[config.mk]
export PLATFORM = sky130hd
export DESIGN_NAME = bus_hub
export DESIGN_NICKNAME = d
export VERILOG_FILES = /design/src/kpu_isa_pkg.sv /design/src/kpu_ctrl_pkg.sv /design/src/bus_hub.sv
export SDC_FILE = /design/constraint.sdc
export NUM_CORES = 1
export LEC_CHECK = 0
export ABC_AREA = 1
export ABC_CLOCK_PERIOD_IN_PS = 2500
export BUFFER_PORTS_ARGS = -buffer_cell sky130_fd_sc_hd__buf_2
export CAP_MARGIN = 20
export CORE_MARGIN = 2
export CORE_UTILIZATION = 52
export DETAILED_ROUTE_END_ITERATION = 16
export PLACE_DENSITY_LB_ADDON = 0.12
export SLEW_MARGIN = 5
export SYNTH_ARGS = -nofsm -noshare
export SYNTH_HDL_FRONTEND = slang
export SYNTH_SLANG_ARGS = --single-unit
[constraint.sdc]
create_clock -name clk -period 2.5 [get_ports clk]
set_input_delay 0.5 -clock clk [delete_from_list [all_inputs] [get_ports clk]]
set_output_delay 0.5 -clock clk [all_outputs]
set_load 0.05 [all_outputs]
[src/kpu_isa_pkg.sv]
package kpu_isa_pkg;

  typedef logic [31:0] word_t;
  typedef logic [4:0]  reg_idx_t;
  typedef logic [5:0]  opcode_t;
  typedef logic [15:0] imm_t;
  typedef logic [7:0]  mem_addr_t;

  // Register form of the opcode word
  typedef struct packed {
    logic [10:0] spare;
    reg_idx_t    src2;
    reg_idx_t    src1;
    reg_idx_t    src0;
    opcode_t     opcode;
  } opword_reg_t;

  // Immediate form, imm sits on top of src2
  typedef struct packed {
    imm_t     imm;
    reg_idx_t src1;
    reg_idx_t src0;
    opcode_t  opcode;
  } opword_imm_t;

  typedef union packed {
    opword_reg_t r;
    opword_imm_t i;
  } opword_t;

  // Zero decodes as HALT, as does anything not listed
  localparam opcode_t OP_HALT = 6'd0;
  localparam opcode_t OP_LDI  = 6'd1;
  localparam opcode_t OP_ADD  = 6'd2;
  localparam opcode_t OP_SUB  = 6'd3;
  localparam opcode_t OP_AND  = 6'd4;
  localparam opcode_t OP_OR   = 6'd5;
  localparam opcode_t OP_XOR  = 6'd6;
  localparam opcode_t OP_SHL  = 6'd7;
  localparam opcode_t OP_SHR  = 6'd8;
  localparam opcode_t OP_SRA  = 6'd9;
  localparam opcode_t OP_LD   = 6'd10;
  localparam opcode_t OP_ST   = 6'd11;
  localparam opcode_t OP_JZ   = 6'd12;
  localparam opcode_t OP_OUT  = 6'd13;
  localparam opcode_t OP_TIME = 6'd14;

  localparam int NUM_REGS    = 32;
  localparam int PC_REG      = 31;
  localparam int MEM_DEPTH   = 256;
  localparam int OUT_CREDITS = 2;
  localparam int CREDIT_W    = $clog2(OUT_CREDITS + 1);

  typedef logic [CREDIT_W-1:0] credit_t;

endpackage

[src/kpu_ctrl_pkg.sv]
package kpu_ctrl_pkg;

  // Which unit owns the shared bus this cycle
  typedef enum logic [3:0] {
    BUS_NONE,
    BUS_REG,
    BUS_TMP0,
    BUS_TMP1,
    BUS_MLU,
    BUS_TIMER,
    BUS_MEM,
    BUS_CTRL_DATA,
    BUS_IMM
  } bus_src_e;

  typedef enum logic [1:0] {
    SEL_SRC0,
    SEL_SRC1,
    SEL_SRC2,
    SEL_PC
  } reg_sel_e;

  typedef enum logic [2:0] {
    MLU_ADD,
    MLU_SUB,
    MLU_AND,
    MLU_OR,
    MLU_XOR,
    MLU_SHL,
    MLU_SHR,
    MLU_SRA
  } mlu_op_e;

  // One microstep, all-zero is a bus idle cycle
  typedef struct packed {
    bus_src_e   bus_src;
    reg_sel_e   reg_sel;
    logic       reg_we;
    logic       tmp0_we;
    logic       tmp1_we;
    logic       mem_we;
    logic       opword_we;
    logic       out_push;
    mlu_op_e    mlu_op;
    logic [7:0] ctrl_data;
  } ctrl_word_t;

  typedef enum logic [1:0] {
    SEQ_IDLE,
    SEQ_FETCH,
    SEQ_EXEC,
    SEQ_HALTED
  } seq_state_e;

  typedef logic [1:0] ustep_t;

endpackage

[src/bus_hub.sv]
module bus_hub
  import kpu_isa_pkg::*;
  import kpu_ctrl_pkg::*;
(
  input  logic       clk,
  input  logic       rst_n,
  input  ctrl_word_t ctrl,
  input  word_t      reg_rdata,
  input  word_t      mlu_result,
  input  word_t      mem_rdata,
  input  word_t      timer,
  output word_t      bus,
  output word_t      tmp0,
  output word_t      tmp1,
  output opcode_t    opcode,
  output reg_idx_t   src0,
  output reg_idx_t   src1,
  output reg_idx_t   src2
);

  opword_t opword;

  always_ff @(posedge clk or negedge rst_n) begin
    if (!rst_n) begin
      tmp0   <= '0;
      tmp1   <= '0;
      opword <= '0;
    end else begin
      if (ctrl.tmp0_we) begin
        tmp0 <= bus;
      end
      if (ctrl.tmp1_we) begin
        tmp1 <= bus;
      end
      if (ctrl.opword_we) begin
        opword <= bus;
      end
    end
  end

  assign opcode = opword.r.opcode;
  assign src0   = opword.r.src0;
  assign src1   = opword.r.src1;
  assign src2   = opword.r.src2;

  // Single bus driver, immediate and ctrl_data zero-extended
  always_comb begin
    case (ctrl.bus_src)
      BUS_REG:       bus = reg_rdata;
      BUS_TMP0:      bus = tmp0;
      BUS_TMP1:      bus = tmp1;
      BUS_MLU:       bus = mlu_result;
      BUS_TIMER:     bus = timer;
      BUS_MEM:       bus = mem_rdata;
      BUS_CTRL_DATA: bus = word_t'(ctrl.ctrl_data);
      BUS_IMM:       bus = word_t'(opword.i.imm);
      default:       bus = '0;
    endcase
  end

endmodule

==> run summary <==
First-pass GRT wire length: 32.1 mm
Seq/Total Area, Yosys: 0.401
Root Buffer: clkbuf_16
Detailed placer's ending HPWL: 13.7 mm
Vias in the first global route: 6355
Post-Route Setup TNS: 0 ns
Post-CTS setup buffers: 0
Reg clk slew, reported paths: 0.06 ns
Power density over cell area: 620 mW/mm^2
Worst EP arrival: 1.86 ns
Largest net degree at the start of global routing: 76
Syn_area_per_cell: 6.59 sq um
Run status: finished clean
Slew Viols, Final: 0
Fmax: 423 MHz
Die Height: 111 microns
Number of I/O pins: 270
Worst skew pair latency: 0.35 ns
DR vias: 6644
Core area: 0.0113 sq mm
Starting Density: 0.529
Ys Warns: 0
Headroom to the max-slew limit: 0.583
GR Util met1: 0.422
Area added between synthesis and finish: 27.2%
Die area: 0.0124 sq mm
CTS Hold Buffers Added: 0
Worst Tran Pin Value: 0.625 ns
Clock Tree Buf Depth: 2
Die X: 111 microns
Synth Register Bits: 96
H-tree depth: 3
Remaining DRCs: 0
Period utilization: 0.945
Worst-path fanout max: 10
Worst Hold Class: in2async
RSZ-0062 raised after global routing: no
Pre-CTS setup slack: 0.151 ns
Critical path startpoint category: primary input
I/O Buffers: 261
CTS buffer count: 9
Final wirelength: 19.6 mm
TritonCTS clock tree: done
Critical path type: in2out
Crit. End Element: output port
Met2 global-route usage: 0.541
Ratio of cells with drive above 1 in the final layout: 0.300
FP Rows: 39
Post-synthesis cell area: 0.00599 sq mm
Initial DRC count: 629
Total GRT Usage: 0.322
1st-pass router iterations: 5
Final net count: 1274
Routed length per placed instance: 15.4 microns
Clock skew: 0.00643 ns
Post-CTS sizing: 0
Period minus WS final: 2.36 ns
Max Cap Viol: 0
Final Hold Viols: 0
CTS Sinks: 96
Setup-failing EPs final: 0
RePlAce Congestion: 0.866
R2R Setup Slk: 1.34 ns
Pleak: 4.77 nW
Final worst setup slack: 0.138 ns
Worst EP required: 2.00 ns
GR Layer Usage met3: 0.0640
Synthesized netlist cell count: 909
Worst vdd ir: 0.485 mV
Cell variety after synth: 13
Via-to-Cell Ratio: 5.23
GRT busiest layer: met2
Final ANT Viol Nets: 0
Total grt overflow: 0
Synthesized net count: 1062
Initial antenna violation count: 2
Yosys cell counts, drive strengths merged:
cell,n,share of area
buf,66,0.071
inv,32,0.020
dfrtp,96,0.40
clkbuf,18,0.011
nor2,62,0.042
nand2,427,0.28
nand3,208,0.17
per-layer routing:
metal,wire length [microns],vias up
met1,8190,3051
met4,456,0
met5,0,-
met2,9500,292
met3,1460,31
li1,-,3270
report_power, final:
| group | leakage, nW | switching (mW) | total [mW] | internal [mW] |
|---|---|---|---|---|
| sequential | 1.29 | 0.116 | 1.81 | 1.70 |
| clock | 0.159 | 0.589 | 1.47 | 0.884 |
| combinational | 3.32 | 1.09 | 1.44 | 0.349 |
placed cells by master, fill, tap and decap left out:
master     instances
buf_12             9
buf_2            260
buf_4             16
bufinv_16          1
clkbuf_1           1
clkbuf_16          9
clkbuf_8           4
clkinv_2           1
dfrtp_1           96
diode_2            1
inv_1             31
inv_2              1
nand2_1          395
nand2_2           32
nand3_1          208
nor2_1            57
nor2_4             5
area by class of cell:
| type | instances | area, sq um |
|---|---|---|
| timing repair buffer | 285 | 1600 |
| fill | 1077 | 3700 |
| tap | 143 | 179 |
| inverter | 32 | 120 |
| multi-input combinational | 697 | 2990 |
| antenna | 1 | 2.50 |
| clock buffer | 14 | 284 |
| sequential | 96 | 2400 |
| clock inverter | 2 | 35.0 |
worst paths after layout:
check	startpoint	end	cells past startpoint
worst max-delay path	ctrl[19]	bus[12]	7
worst min-delay path	rst_n	tmp0[29]$_DFFE_PN0P_	1
worst max register to register	opword[30]$_DFFE_PN0P_	opword[14]$_DFFE_PN0P_	7
worst min register to register	opword[13]$_DFFE_PN0P_	opword[13]$_DFFE_PN0P_	2
max in group asynchronous	rst_n	tmp0[15]$_DFFE_PN0P_	2
min in group clk	opword[13]$_DFFE_PN0P_	opword[13]$_DFFE_PN0P_	2
kinds of logic (layout without fill, tap and decap cells):
| kind of cell | Yosys count | after routing | share of synthesized area |
|---|---|---|---|
| buf+inv | 116 | 333 | 0.102 |
| simple gates | 697 | 697 | 0.497 |
| other cells | 0 | 1 | 0 |
| flops | 96 | 96 | 0.401 |
through the flow:
stage	instance area (sq um)	hold slack [ns]	std cells	power, mW	util
6_report	7620	0.158	1270	4.72	0.673
3_3_place_gp	7300	0.457	1253	3.26	0.645
5_1_grt	7620	0.209	1270	4.91	0.673
4_1_cts	7620	0.188	1269	4.72	0.673
2_1_floorplan	5990	0.204	909	2.84	-
3_5_place_dp	7300	0.460	1253	3.27	0.645
state kept, by name (all words and copies together), names as in the netlist:
signal  cells
tmp1       32
tmp0       32
opword     32
critical path, cell delays in order:
cell,delay (ns)
buf_2,0.14
nor2_4,0.31
nand2_1,0.19
nor2_1,0.23
nor2_1,0.10
nand2_2,0.11
buf_2,0.28
(Power assumes the default switching activity.)
