**src/kpu_isa_pkg.sv**
```systemverilog
package kpu_isa_pkg;

  typedef logic [31:0] word_t;
  typedef logic [4:0]  reg_idx_t;
  typedef logic [5:0]  opcode_t;
  typedef logic [15:0] imm_t;
  typedef logic [7:0]  mem_addr_t;

  // Register form of the opcode word
  typedef struct packed {
    logic [10:0] spare;
    reg_idx_t    src2;
    reg_idx_t    src1;
    reg_idx_t    src0;
    opcode_t     opcode;
  } opword_reg_t;

  // Immediate form, imm sits on top of src2
  typedef struct packed {
    imm_t     imm;
    reg_idx_t src1;
    reg_idx_t src0;
    opcode_t  opcode;
  } opword_imm_t;

  typedef union packed {
    opword_reg_t r;
    opword_imm_t i;
  } opword_t;

  // Zero decodes as HALT, as does anything not listed
  localparam opcode_t OP_HALT = 6'd0;
  localparam opcode_t OP_LDI  = 6'd1;
  localparam opcode_t OP_ADD  = 6'd2;
  localparam opcode_t OP_SUB  = 6'd3;
  localparam opcode_t OP_AND  = 6'd4;
  localparam opcode_t OP_OR   = 6'd5;
  localparam opcode_t OP_XOR  = 6'd6;
  localparam opcode_t OP_SHL  = 6'd7;
  localparam opcode_t OP_SHR  = 6'd8;
  localparam opcode_t OP_SRA  = 6'd9;
  localparam opcode_t OP_LD   = 6'd10;
  localparam opcode_t OP_ST   = 6'd11;
  localparam opcode_t OP_JZ   = 6'd12;
  localparam opcode_t OP_OUT  = 6'd13;
  localparam opcode_t OP_TIME = 6'd14;

  localparam int NUM_REGS    = 32;
  localparam int PC_REG      = 31;
  localparam int MEM_DEPTH   = 256;
  localparam int OUT_CREDITS = 2;
  localparam int CREDIT_W    = $clog2(OUT_CREDITS + 1);

  typedef logic [CREDIT_W-1:0] credit_t;

endpackage

```
**src/kpu_ctrl_pkg.sv**
```systemverilog
package kpu_ctrl_pkg;

  // Which unit owns the shared bus this cycle
  typedef enum logic [3:0] {
    BUS_NONE,
    BUS_REG,
    BUS_TMP0,
    BUS_TMP1,
    BUS_MLU,
    BUS_TIMER,
    BUS_MEM,
    BUS_CTRL_DATA,
    BUS_IMM
  } bus_src_e;

  typedef enum logic [1:0] {
    SEL_SRC0,
    SEL_SRC1,
    SEL_SRC2,
    SEL_PC
  } reg_sel_e;

  typedef enum logic [2:0] {
    MLU_ADD,
    MLU_SUB,
    MLU_AND,
    MLU_OR,
    MLU_XOR,
    MLU_SHL,
    MLU_SHR,
    MLU_SRA
  } mlu_op_e;

  // One microstep, all-zero is a bus idle cycle
  typedef struct packed {
    bus_src_e   bus_src;
    reg_sel_e   reg_sel;
    logic       reg_we;
    logic       tmp0_we;
    logic       tmp1_we;
    logic       mem_we;
    logic       opword_we;
    logic       out_push;
    mlu_op_e    mlu_op;
    logic [7:0] ctrl_data;
  } ctrl_word_t;

  typedef enum logic [1:0] {
    SEQ_IDLE,
    SEQ_FETCH,
    SEQ_EXEC,
    SEQ_HALTED
  } seq_state_e;

  typedef logic [1:0] ustep_t;

endpackage

```
**src/register_file.sv**
```systemverilog
module register_file
  import kpu_isa_pkg::*;
  import kpu_ctrl_pkg::*;
(
  input  logic       clk,
  input  logic       rst_n,
  input  ctrl_word_t ctrl,
  input  reg_idx_t   src0,
  input  reg_idx_t   src1,
  input  reg_idx_t   src2,
  input  word_t      bus,
  output word_t      reg_rdata
);

  reg_idx_t idx;
  word_t    regs [NUM_REGS];

  always_comb begin
    case (ctrl.reg_sel)
      SEL_SRC0: idx = src0;
      SEL_SRC1: idx = src1;
      SEL_SRC2: idx = src2;
      default:  idx = reg_idx_t'(PC_REG);
    endcase
  end

  // r0 is hardwired to zero
  assign reg_rdata = (idx == '0) ? '0 : regs[idx];

  always_ff @(posedge clk or negedge rst_n) begin
    if (!rst_n) begin
      for (int i = 0; i < NUM_REGS; i++) begin
        regs[i] <= '0;
      end
    end else if (ctrl.reg_we && idx != '0) begin
      regs[idx] <= bus;
    end
  end

endmodule

```
**config.mk**
```make
export PLATFORM = sky130hd
export DESIGN_NAME = register_file
export DESIGN_NICKNAME = d
export VERILOG_FILES = /design/src/kpu_isa_pkg.sv /design/src/kpu_ctrl_pkg.sv /design/src/register_file.sv
export SDC_FILE = /design/constraint.sdc
export NUM_CORES = 2
export LEC_CHECK = 0
export BUFFER_PORTS_ARGS = -buffer_cell sky130_fd_sc_hd__buf_2
export CELL_PAD_IN_SITES_DETAIL_PLACEMENT = 1
export CELL_PAD_IN_SITES_GLOBAL_PLACEMENT = 2
export CORE_MARGIN = 4
export CORE_UTILIZATION = 41
export DETAILED_ROUTE_END_ITERATION = 10
export GPL_TIMING_DRIVEN = 0
export PLACE_DENSITY_LB_ADDON = 0.1
export SYNTH_ARGS = -nofsm -noshare
export SYNTH_HDL_FRONTEND = slang
export SYNTH_SLANG_ARGS = --single-unit
```
**constraint.sdc**
```tcl
create_clock -name clk -period 2.4 [get_ports clk]
set_clock_uncertainty 0.1 [all_clocks]
set_input_delay 0.24 -clock clk [delete_from_list [all_inputs] [get_ports clk]]
set_output_delay 0.24 -clock clk [all_outputs]
set_load 0.02 [all_outputs]
```
==> impl_summary.log <==
INFO  metric drive_gt1_share = 38.3%
INFO  metric synth_area_in_compound_gates = 4.92%
INFO  metric power.share.switching = 29.1%
INFO  metric fmaxAchievable = 329 MHz
INFO  metric drtAntennaViolNets = 0
INFO  metric combinationalPowerShare = 22.7%
INFO  metric cts_root_buf = clkbuf_16
INFO  metric first_pass_grt_wire_length = 266,000 um
INFO  metric slew_viol_final = 0
INFO  metric fin_cells = 5,385
INFO  metric synthAdderAreaFrac = 0%
INFO  metric wl_per_cell = 35.5 um
INFO  metric max_reg_flops = 1,007
INFO  metric insertion_delay = 710 ps
INFO  metric grt_start_max_net_pins = 122
INFO  metric critPathArrivalTime = 2700 ps
INFO  metric crit_path_end_kind = primary output
INFO  metric synth_enable_flop_cells = 0
INFO  metric violations = setup timing
INFO  metric place.detailed.hpwl = 128,000 um
INFO  metric layout_setup_ws = -639 ps
INFO  metric first_pass_iters = 6
INFO  metric worst_hold_path_type = input port to register
INFO  metric pin_count = 104
INFO  metric switching_power = 0.0160 W
INFO  metric syn-num-nets = 3,557
INFO  metric placedCellCount = 5,088
INFO  metric die_w = 347 um
INFO  metric cts_made_buffers = 113
INFO  metric share_of_flip_flops_with_an_asynchronous_set_or_reset = 100%
INFO  metric critical_path_class = input port to primary output
INFO  metric critical_path_required = 2060 ps
INFO  metric core_area = 0.114 mm2
INFO  metric period_minus_slack = 3040 ps
INFO  metric largest_register = regs
INFO  metric grt_overflow_total = 0
INFO  metric slew-limit-headroom = 40.5%
INFO  metric synth.yosys.warnings = 0
INFO  metric internal_power = 0.0389 W
INFO  metric groute.usage.overall = 31.1%
INFO  metric ir_drop = 593 uV
INFO  metric slew_worst_pin = 893 ps
INFO  metric post_drt_via_cell_ratio = 5.94
INFO  metric share_seq_of_total_power = 43.2%
INFO  metric nNetsFinal = 3,851
INFO  metric violation_count_after_the_first_detailed_route_iteration = 2,390
INFO  metric seq_area_frac_synth = 53.5%
INFO  metric crit_path_start_kind = input port
INFO  metric area_delta_synth_final = 21.2%
INFO  metric yosys.area_share.xor_xnor = 0%
INFO  metric layout_commonest_cell = dfrtp_1
INFO  metric netlist_area = 0.0471 mm2
INFO  metric rows = 124
INFO  metric die_height = 347 um
INFO  metric area_of_the_die = 0.120 mm2
INFO  metric mostFrequentLayoutCells = dfrtp_1, mux2_2, mux2i_1
INFO  metric max_buffers_root_to_sink = 3
INFO  metric largest_fanout_of_any_net_on_the_critical_path = 10
INFO  metric leakage = 27.5 nW
INFO  metric biggestRegsByFlops = regs x1007
INFO  metric layout.cell_area.non_filler = 0.0571 mm2
INFO  metric cts.reportedPaths.clkPinSlew = 60 ps
INFO  metric synth-main-ff-cell = dfrtp_1
INFO  metric clockPowerShare = 34.1%
INFO  metric cts_tree = built
INFO  metric initial_core_utilization = 41.3%
INFO  metric report.final.setup_viol = 89
INFO  metric synthDistinctLibCells = 39
INFO  metric simple_gate_area_share_of_the_yosys_netlist = 2.74%
INFO  metric place_congestion = 0.907
INFO  metric grt_antenna_before_repair = 3
INFO  metric synthesis.instances = 3,485
INFO  metric vias = 31,960
INFO  metric number_of_remaining_drc_errors = 0
INFO  metric placed_area = 0.0503 mm2
INFO  metric finalHoldWorstSlack = 142 ps
INFO  metric max_cap_violations = 0
INFO  metric rsz0062_at_grt = yes
INFO  metric number_of_levels_in_the_clock_h_tree = 3
INFO  metric finalWirelength = 191,000 um
INFO  metric hold_viol_final = 0
INFO  metric clock-sinks = 1,007
INFO  metric post_synth_mux_area_share = 35.2%
INFO  metric final_min_period_over_clock_period = 127%
INFO  metric port-buffer-count = 82
INFO  metric power_density = 961 mW/mm2
INFO  metric avgSynthCellArea = 13.5 um2
INFO  metric status = finished with violations
INFO  metric ys_seq_elements = 1,007
INFO  metric main_combinational_cell_family_by_area_after_synthesis = multiplexers
INFO  metric first_global_vias = 34,943
cells in the mapped netlist (4+ instances only):
cell type,n,area [um2]
buf_6,7,78.8
nand2_1,115,432
o22ai_1,98,613
buf_4,50,375
clkbuf_1,161,604
mux2_1,223,2510
buf_1,4,15.0
dfrtp_1,1007,25200
buf_2,128,641
nor4_1,32,200
a221oi_1,54,473
mux2_2,773,8700
mux2i_1,537,5380
a21oi_1,83,415
o22a_1,4,35.0
nor2_2,11,68.8
a21o_1,17,128
and2_1,54,338
nor2_1,5,18.8
o21ai_0,42,210
a22oi_1,33,248
o211ai_1,12,90.1
nand3_2,5,50.1
power groups by stage:
| stage | registers [W] | logic, W | clock network (W) |
|---|---|---|---|
| after detailed placement | 0.0239 | 0.0114 | 0 |
| final | 0.0237 | 0.0125 | 0.0187 |
| after floorplan | 0.0231 | 0.00796 | 0 |
| after global placement | 0.0236 | 0.0108 | 0 |
| after global routing | 0.0242 | 0.0133 | 0.0196 |
| after CTS | 0.0236 | 0.0123 | 0.0189 |
cell type report:
type,count,area (um2)
Antenna cell,2,5.00
Buffer,349,2820
Clock buffer,167,3370
Clock inverter,40,627
Fill cell,11290,57100
Multi-Input combinational cell,2128,21200
Sequential cell,1007,25200
Tap cell,1512,1890
Timing Repair Buffer,180,2040
repair_timing:
item                                   in CTS  in global routing
gates cloned                                6                  7
pin swaps                                  51                 30
endpoints found under the hold margin     195                  0
setup endpoints to repair                 218                350
resized for setup                         402                 44
hold buffers                               37                  0
buffers inserted                           30                  9
layer usage:
layer / part of all wire (%) / global-route usage (%) / wire length [um] / vias to the layer above
li1: - / - / - / 13265
met1: 41 / 39.4 / 78300 / 17315
met2: 48 / 52.1 / 92100 / 1026
met3: 6.0 / 6.19 / 11600 / 354
met4: 4.9 / 12.8 / 9310 / 0
met5: 0 / 0 / 0 / -
worst paths after layout:
kind	from	to	slack, ps	cells after the start
worst max-delay path	ctrl[18]	reg_rdata[0]	-640	11
worst min-delay path	ctrl[16]	regs[352]	140	4
worst max register to register	regs[68]	regs[68]	1470	1
worst min register to register	regs[998]	regs[998]	350	1
max in group asynchronous	rst_n	regs[923]	220	8
min in group asynchronous	rst_n	regs[48]	530	6
worst max-delay path, cell delays in order:
cell and delay, ps:
buf_12 110, or3b_4 400, o21a_1 160, buf_6 140
buf_4 230, buf_6 210, mux2i_1 160, mux2i_1 250
o22ai_2 140, nor4_4 400, buf_4 210
stage by stage:
stage               util (%)  power (W)  setup WS [ps]  TNS (ps)
floorplan                  -     0.0310          -98.1     -2330
CTS                     49.6     0.0549           -638    -55420
detailed placement      44.0     0.0353          -1700   -645870
finish                  50.0     0.0549           -639    -20510
global route            50.0     0.0571           -715    -24140
global placement        43.8     0.0344         -20250         -
cells by family after synthesis:
logic type	count (synthesis)
buf+inv	350
flops	1007
mux	1534
simple gates	242
compound gates	352
(Power assumes the default switching activity.)
