**config.mk**
```make
export PLATFORM = sky130hd
export DESIGN_NAME = out_port
export DESIGN_NICKNAME = d
export VERILOG_FILES = /design/src/kpu_isa_pkg.sv /design/src/kpu_ctrl_pkg.sv /design/src/out_port.sv
export SDC_FILE = /design/constraint.sdc
export NUM_CORES = 1
export LEC_CHECK = 0
export BUFFER_PORTS_ARGS = -buffer_cell sky130_fd_sc_hd__buf_4
export CAP_MARGIN = 10
export CORE_ASPECT_RATIO = 0.5
export CORE_MARGIN = 1.5
export CORE_UTILIZATION = 28
export DETAILED_ROUTE_END_ITERATION = 16
export GPL_ROUTABILITY_DRIVEN = 0
export PLACE_DENSITY_LB_ADDON = 0.05
export SYNTH_ARGS = -nofsm -noshare
export SYNTH_HDL_FRONTEND = slang
export SYNTH_SLANG_ARGS = --single-unit
```
**constraint.sdc**
```tcl
create_clock -name clk -period 1.3 [get_ports clk]
set_clock_uncertainty 0.1 [all_clocks]
set_input_delay 0.065 -clock clk [delete_from_list [all_inputs] [get_ports clk]]
set_output_delay 0.065 -clock clk [all_outputs]
set_load 0.03 [all_outputs]
```
**src/kpu_isa_pkg.sv**
```systemverilog
package kpu_isa_pkg;

  typedef logic [31:0] word_t;
  typedef logic [4:0]  reg_idx_t;
  typedef logic [5:0]  opcode_t;
  typedef logic [15:0] imm_t;
  typedef logic [7:0]  mem_addr_t;

  // Register form of the opcode word
  typedef struct packed {
    logic [10:0] spare;
    reg_idx_t    src2;
    reg_idx_t    src1;
    reg_idx_t    src0;
    opcode_t     opcode;
  } opword_reg_t;

  // Immediate form, imm sits on top of src2
  typedef struct packed {
    imm_t     imm;
    reg_idx_t src1;
    reg_idx_t src0;
    opcode_t  opcode;
  } opword_imm_t;

  typedef union packed {
    opword_reg_t r;
    opword_imm_t i;
  } opword_t;

  // Zero decodes as HALT, as does anything not listed
  localparam opcode_t OP_HALT = 6'd0;
  localparam opcode_t OP_LDI  = 6'd1;
  localparam opcode_t OP_ADD  = 6'd2;
  localparam opcode_t OP_SUB  = 6'd3;
  localparam opcode_t OP_AND  = 6'd4;
  localparam opcode_t OP_OR   = 6'd5;
  localparam opcode_t OP_XOR  = 6'd6;
  localparam opcode_t OP_SHL  = 6'd7;
  localparam opcode_t OP_SHR  = 6'd8;
  localparam opcode_t OP_SRA  = 6'd9;
  localparam opcode_t OP_LD   = 6'd10;
  localparam opcode_t OP_ST   = 6'd11;
  localparam opcode_t OP_JZ   = 6'd12;
  localparam opcode_t OP_OUT  = 6'd13;
  localparam opcode_t OP_TIME = 6'd14;

  localparam int NUM_REGS    = 32;
  localparam int PC_REG      = 31;
  localparam int MEM_DEPTH   = 256;
  localparam int OUT_CREDITS = 2;
  localparam int CREDIT_W    = $clog2(OUT_CREDITS + 1);

  typedef logic [CREDIT_W-1:0] credit_t;

endpackage

```
**src/kpu_ctrl_pkg.sv**
```systemverilog
package kpu_ctrl_pkg;

  // Which unit owns the shared bus this cycle
  typedef enum logic [3:0] {
    BUS_NONE,
    BUS_REG,
    BUS_TMP0,
    BUS_TMP1,
    BUS_MLU,
    BUS_TIMER,
    BUS_MEM,
    BUS_CTRL_DATA,
    BUS_IMM
  } bus_src_e;

  typedef enum logic [1:0] {
    SEL_SRC0,
    SEL_SRC1,
    SEL_SRC2,
    SEL_PC
  } reg_sel_e;

  typedef enum logic [2:0] {
    MLU_ADD,
    MLU_SUB,
    MLU_AND,
    MLU_OR,
    MLU_XOR,
    MLU_SHL,
    MLU_SHR,
    MLU_SRA
  } mlu_op_e;

  // One microstep, all-zero is a bus idle cycle
  typedef struct packed {
    bus_src_e   bus_src;
    reg_sel_e   reg_sel;
    logic       reg_we;
    logic       tmp0_we;
    logic       tmp1_we;
    logic       mem_we;
    logic       opword_we;
    logic       out_push;
    mlu_op_e    mlu_op;
    logic [7:0] ctrl_data;
  } ctrl_word_t;

  typedef enum logic [1:0] {
    SEQ_IDLE,
    SEQ_FETCH,
    SEQ_EXEC,
    SEQ_HALTED
  } seq_state_e;

  typedef logic [1:0] ustep_t;

endpackage

```
**src/out_port.sv**
```systemverilog
module out_port
  import kpu_isa_pkg::*;
  import kpu_ctrl_pkg::*;
(
  input  logic       clk,
  input  logic       rst_n,
  input  ctrl_word_t ctrl,
  input  word_t      bus,
  input  logic       out_credit,
  output logic       credit_avail,
  output word_t      out_data,
  output logic       out_valid
);

  credit_t credit_cnt;

  assign credit_avail = (credit_cnt != '0);

  always_ff @(posedge clk or negedge rst_n) begin
    if (!rst_n) begin
      credit_cnt <= credit_t'(OUT_CREDITS);
      out_valid  <= 1'b0;
    end else begin
      out_valid <= ctrl.out_push;
      // Push and return together cancel out
      case ({ctrl.out_push, out_credit})
        2'b10: credit_cnt <= credit_cnt - credit_t'(1);
        2'b01: begin
          if (credit_cnt != credit_t'(OUT_CREDITS)) begin
            credit_cnt <= credit_cnt + credit_t'(1);
          end
        end
        default: credit_cnt <= credit_cnt;
      endcase
    end
  end

  always_ff @(posedge clk) begin
    if (ctrl.out_push) begin
      out_data <= bus;
    end
  end

endmodule

```
==> flow_metrics.tcl, run 1 <==
set metrics [dict create \
    status "finished clean" \
    power.total_mw 2.793 \
    hold_class "input pin to register" \
    clkTransAtPathRegs_ns 0.06 \
    areaGrowthSynthToFinish_pct 91.95 \
    crit_chain "or2_2 -> buf_6" \
    critPathSlowestCell "dfstp_2" \
    grt_max_degree 39 \
    rr_endpoint "credit_cnt[1]$_DFFE_PN1P_" \
    path_class "register to output port" \
    r2r_cells 4 \
    hold_viol 0 \
    wl_per_cell_um 11.64 \
    die_h_um 47.39 \
    critPathLaunchType "register" \
    grt_pass1_wl_um 3422 \
    fp.dieW_um 91.79 \
    setup_viol 0 \
    min_period_ns 1.258 \
    slew_violations 0 \
    cts_max_level 2 \
    synth.distinct_cells 12 \
    dieArea_um2 4350 \
    max_slew_margin 0.6929 \
    min-delay-start "out_credit" \
    cpLargestDelayFamily "flip-flops" \
    core_region_area_um2 3603 \
    clockBufferDepth 2 \
    max_stage_delay_ns 0.38 \
    yosys_warnings 0 \
    final_common_cell "buf_4" \
    drv_cap 0 \
    worstReg2RegStart "credit_cnt[0]$_DFFE_PN0P_" \
    ios 92 \
    cts_made_buffers 5 \
    cp_num_buf_inv 1 \
    required_ns 1.13 \
    timing.final.crit_share 0.9678 \
    grt_usage 0.1129 \
    ir_drop_uv 738.8 \
    crit_arrival_ns 1.09 \
    clock_latency_ns 0.27 \
    cts.sinks 35 \
    rrSetupSlack_ns 0.13 \
    root_buffer "clkbuf_8" \
    crit_start "credit_cnt[1]$_DFFE_PN1P_" \
    post-route-drc-count 0 \
    portBuffers 69 \
    dpl_cell_area_um2 1685 \
    synthCells 45 \
    grt_pass1_vias 806 \
    nets 214 \
    postRouteWirelength_um 2422 \
    fmax_mhz 794.8 \
    layout_common_cells "buf_4, dlygate4sd3_1, edfxtp_1" \
    fp-row-count 15 \
    vias 789 \
    drt_iter0_drc 27 \
    synth-seq-area-share 0.9399 \
    setup_tns_ns 0 \
    tightest_slew_ns 0.4606 \
    syn_area_um2 1104 \
    start_util 0.3062 \
    vias_per_cell 3.793 \
    drive_above_1_share 0.5032 \
    grt-ovfl-total 0 \
    end_kind "output port" \
    dpl.hpwl_um 1496 \
    min_to "credit_cnt[1]$_DFFE_PN1P_" \
    path_max_fanout 3 \
    syn-num-nets 103 \
    avgSynthCellArea_um2 24.52 \
    stdcell_area_um2 2118 \
    antenna_found_initial 0 \
    power.density_nw_per_um2 1318 \
    yosys_register_bits 35 \
    nFillCells 299 \
    ant_nets 0 \
    antenna_cells 0 \
    cts_tree "built" \
    firstDrtPassIters 3 \
    hold_depth 3 \
    leakage_nw 0.8953 \
]
[through the flow]
| stage | utilization | worst slack [ns] | hold slack [ns] | instances |
|---|---|---|---|---|
| 2_1_floorplan | - | 0.3142 | -0.3306 | 45 |
| 3_3_place_gp | 0.4677 | 0.2800 | -0.2465 | 165 |
| 3_5_place_dp | 0.4677 | 0.1962 | -0.2422 | 165 |
| 4_1_cts | 0.5840 | 0.01478 | 0.001777 | 207 |
| 5_1_grt | 0.5878 | -0.006892 | 0.01251 | 208 |
| 6_report | 0.5878 | 0.04183 | 0.01454 | 208 |
[tightest hold or removal path: cells and delay by family]
family | cells | cell delay, ns
xor gates and xnor gates | 1 | 0.14
AOI/OAI and AO/OA | 1 | 0.07
buffers and inverters | 1 | 0.10
[cells by family (layout without fill, tap and decap cells)]
logic type / after synthesis / after routing / share of synthesized area
buffers and inverters: 0 / 112 / 0
XOR/XNOR: 2 / 2 / 0.01588
flip-flops: 35 / 35 / 0.9399
AO/OA/AOI/OAI: 2 / 2 / 0.01020
AND/OR/NAND/NOR: 6 / 6 / 0.03402
[cells in the mapped netlist]
cell type  count  area share
edfxtp_1      32        0.87
dfrtp_1        2       0.045
xor2_1         2       0.016
a21oi_1        1      0.0045
and2b_2        1      0.0079
dfstp_2        1       0.024
nand2_1        1      0.0034
nand2b_1       1      0.0057
nor3_1         1      0.0045
nor3b_1        1      0.0068
o22ai_1        1      0.0057
or2_2          1      0.0057
[flip-flops by register name, indices dropped and copies added, names as in the netlist]
signal and count:
out_data 32, credit_cnt 2, out_valid 1
[where the power goes]
group          switching (mW)  internal (mW)
registers              0.0454           1.37
logic                   0.329          0.322
clock network           0.355          0.375
total                   0.729           2.06
[layout make-up]
cell class	instances	area, µm²	area share
well taps	51	63.81	0.03012
clock buffers	7	76.32	0.03603
repair buffers	104	869.6	0.4105
clock inverters	1	5.005	0.002363
flip-flops and latches	35	1037	0.4897
multi-input cells	10	66.31	0.03131
[layer usage]
layer | wire, µm | global-route usage
met1 | 907 | 0.1048
met2 | 1341 | 0.2269
met3 | 173 | 0.04531
met4 | 0 | 0.06462
met5 | 0 | 0
[worst max path at each step]
stage | end | cells after the start
floorplan | credit_cnt[0]$_DFFE_PN0P_ | 3
global placement | credit_cnt[0]$_DFFE_PN0P_ | 3
detailed placement | credit_cnt[1]$_DFFE_PN1P_ | 4
CTS | credit_avail | 2
global route | credit_avail | 2
finish | credit_avail | 2
[timing repair]
item | 4_1_cts | 5_1_grt
hold endpoints to repair | 35 | 2
hold buffers | 33 | 1
endpoints found under the setup margin | 1 | 1
buffers inserted | 1 | 0
resized for setup | 0 | 1
Power figures use the tool's default switching activity.
==> run 2: changes to the inputs <==
==> constraint.sdc (replaced) <==
create_clock -name clk -period 1.3 [get_ports clk]
set_clock_uncertainty 0.1 [all_clocks]
set_input_delay 0.13 -clock clk [delete_from_list [all_inputs] [get_ports clk]]
set_output_delay 0.13 -clock clk [all_outputs]
set_load 0.03 [all_outputs]
==> run 2 against run 1 <==
Sequential share of layout area unchanged. Die area unchanged. Setup slack worse by 0.019 ns. Largest power group unchanged.
==> flow_metrics.tcl, run 2 (synthesis results as in run 1) <==
set metrics [dict create \
    wl_per_cell_um 11.77 \
    vias_per_cell 3.803 \
    critPathSlowestCell "dfstp_2" \
    die_h_um 47.39 \
    required_ns 1.07 \
    antenna_cells 0 \
    final_common_cell "buf_4" \
    dpl_cell_area_um2 1685 \
    drive_above_1_share 0.5096 \
    ir_drop_uv 742.1 \
    antenna_found_initial 0 \
    grt_pass1_wl_um 3456 \
    fmax_mhz 782.8 \
    cts_made_buffers 5 \
    top_register "out_data" \
    cp_num_buf_inv 1 \
    worstReg2RegStart "credit_cnt[0]$_DFFE_PN0P_" \
    min_period_ns 1.277 \
    rsz0062_at_grt "true" \
    start_util 0.3062 \
    crit_chain "or2_4 -> buf_6" \
    slew_violations 0 \
    rr_endpoint "credit_cnt[1]$_DFFE_PN1P_" \
    reg.largest.list "out_data (32), credit_cnt (2), out_valid (1)" \
    cts.sinks 35 \
    grt_usage 0.1140 \
    dieArea_um2 4350 \
    ios 92 \
    portBuffers 69 \
    status "finished clean" \
    hold_viol 0 \
    fp-row-count 15 \
    hold_class "input pin to asynchronous set/reset pin" \
    largest_reg_flops 32 \
    path_class "register to output port" \
    drt_iter0_drc 28 \
    root_buffer "clkbuf_8" \
    max_slew_margin 0.6942 \
    tightest_slew_ns 0.4587 \
    crit_arrival_ns 1.05 \
    cp_num_cells 2 \
    vias 791 \
    post-route-drc-count 0 \
    firstDrtPassIters 3 \
    clock_latency_ns 0.27 \
    layout_setup_ws_ns 0.02256 \
    max_stage_delay_ns 0.54 \
    setup_viol 0 \
    dpl.hpwl_um 1496 \
    cpLargestDelayFamily "flip-flops" \
    fp.dieW_um 91.79 \
    end_kind "output port" \
    clockBufferDepth 2 \
    r2r_cells 4 \
    leakage_nw 0.8969 \
    core_region_area_um2 3603 \
    grt_pass1_vias 818 \
    nets 214 \
    grt-ovfl-total 0 \
    power.density_nw_per_um2 1337 \
    clkTransAtPathRegs_ns 0.06 \
    timing.final.crit_share 0.9826 \
    cts_max_level 2 \
    rrSetupSlack_ns 0.12 \
    path_max_fanout 2 \
    drv_cap 0 \
    ant_nets 0 \
    grt_max_degree 39 \
    postRouteWirelength_um 2449 \
    areaGrowthSynthToFinish_pct 91.95 \
    cts_tree "built" \
    place_ws_ns 0.1312 \
    stdcell_area_um2 2118 \
    critPathLaunchType "register" \
    layout_common_cells "buf_4, dlygate4sd3_1, edfxtp_1" \
]
run 2: cell count changes in the layout (fill, tap and decap cells not counted):
cell / before / now
dlygate4sd3_1: 34 / 33
or2_4: 0 / 1
buf_4: 69 / 70
or2_2: 1 / 0
run 2: layer usage:
| metal | global-route usage | vias to the layer above | share of wire |
|---|---|---|---|
| met1 | 0.1038 | 362 | 0.37 |
| met2 | 0.2328 | 33 | 0.55 |
| met4 | 0.06462 | 0 | 0.0053 |
| met5 | 0 | - | 0 |
| met3 | 0.04531 | 2 | 0.071 |
| li1 | - | 394 | - |
run 2: cell type report:
type | instances | area, µm²
clock buffers | 7 | 76.32
clock inverters | 1 | 5.005
fillers | 302 | 1485
multi-input cells | 10 | 68.82
flip-flops and latches | 35 | 1037
well taps | 51 | 63.81
repair buffers | 104 | 867.1
run 2: how the worst max path moves through the flow:
stage                                   start                         to  slack (ns)
floorplan           credit_cnt[1]$_DFFE_PN1P_  credit_cnt[0]$_DFFE_PN0P_        0.31
global placement                     ctrl[11]  credit_cnt[1]$_DFFE_PN1P_        0.22
detailed placement                   ctrl[11]  credit_cnt[1]$_DFFE_PN1P_        0.13
CTS                 credit_cnt[1]$_DFFE_PN1P_               credit_avail        0.03
global route        credit_cnt[1]$_DFFE_PN1P_               credit_avail       -0.02
finish              credit_cnt[1]$_DFFE_PN1P_               credit_avail        0.02
run 2: worst register-to-register path: cells and delay by family (launching register included):
kind,cells,cell delay (ns)
AO/OA/AOI/OAI,1,0.17
XOR/XNOR,1,0.17
buffers and inverters,1,0.15
flip-flops,1,0.38
AND/OR/NAND/NOR,1,0.14
run 2: stage by stage:
stage	hold WS, ns	util	power (mW)	std cells	setup TNS (ns)
6_report	0.07567	0.5878	2.833	208	0
5_1_grt	0.06311	0.5878	2.963	208	-0.01596
2_1_floorplan	-0.2656	-	1.708	45	0
3_3_place_gp	-0.1815	0.4677	1.950	165	0
4_1_cts	0.06679	0.5878	2.862	208	0
3_5_place_dp	-0.1772	0.4677	1.971	165	0
run 2: timing repair:
action,4_1_cts,5_1_grt
endpoints found under the setup margin,1,1
gates cloned,0,0
hold buffers,33,0
endpoints found under the hold margin,35,0
resized for setup,2,0
buffers inserted,2,0
run 2: power by group:
part	total, mW	switching [mW]	internal, mW
Clock	0.732	0.356	0.375
Combinational	0.691	0.342	0.349
Sequential	1.41	0.0443	1.37
Total	2.83	0.743	2.09
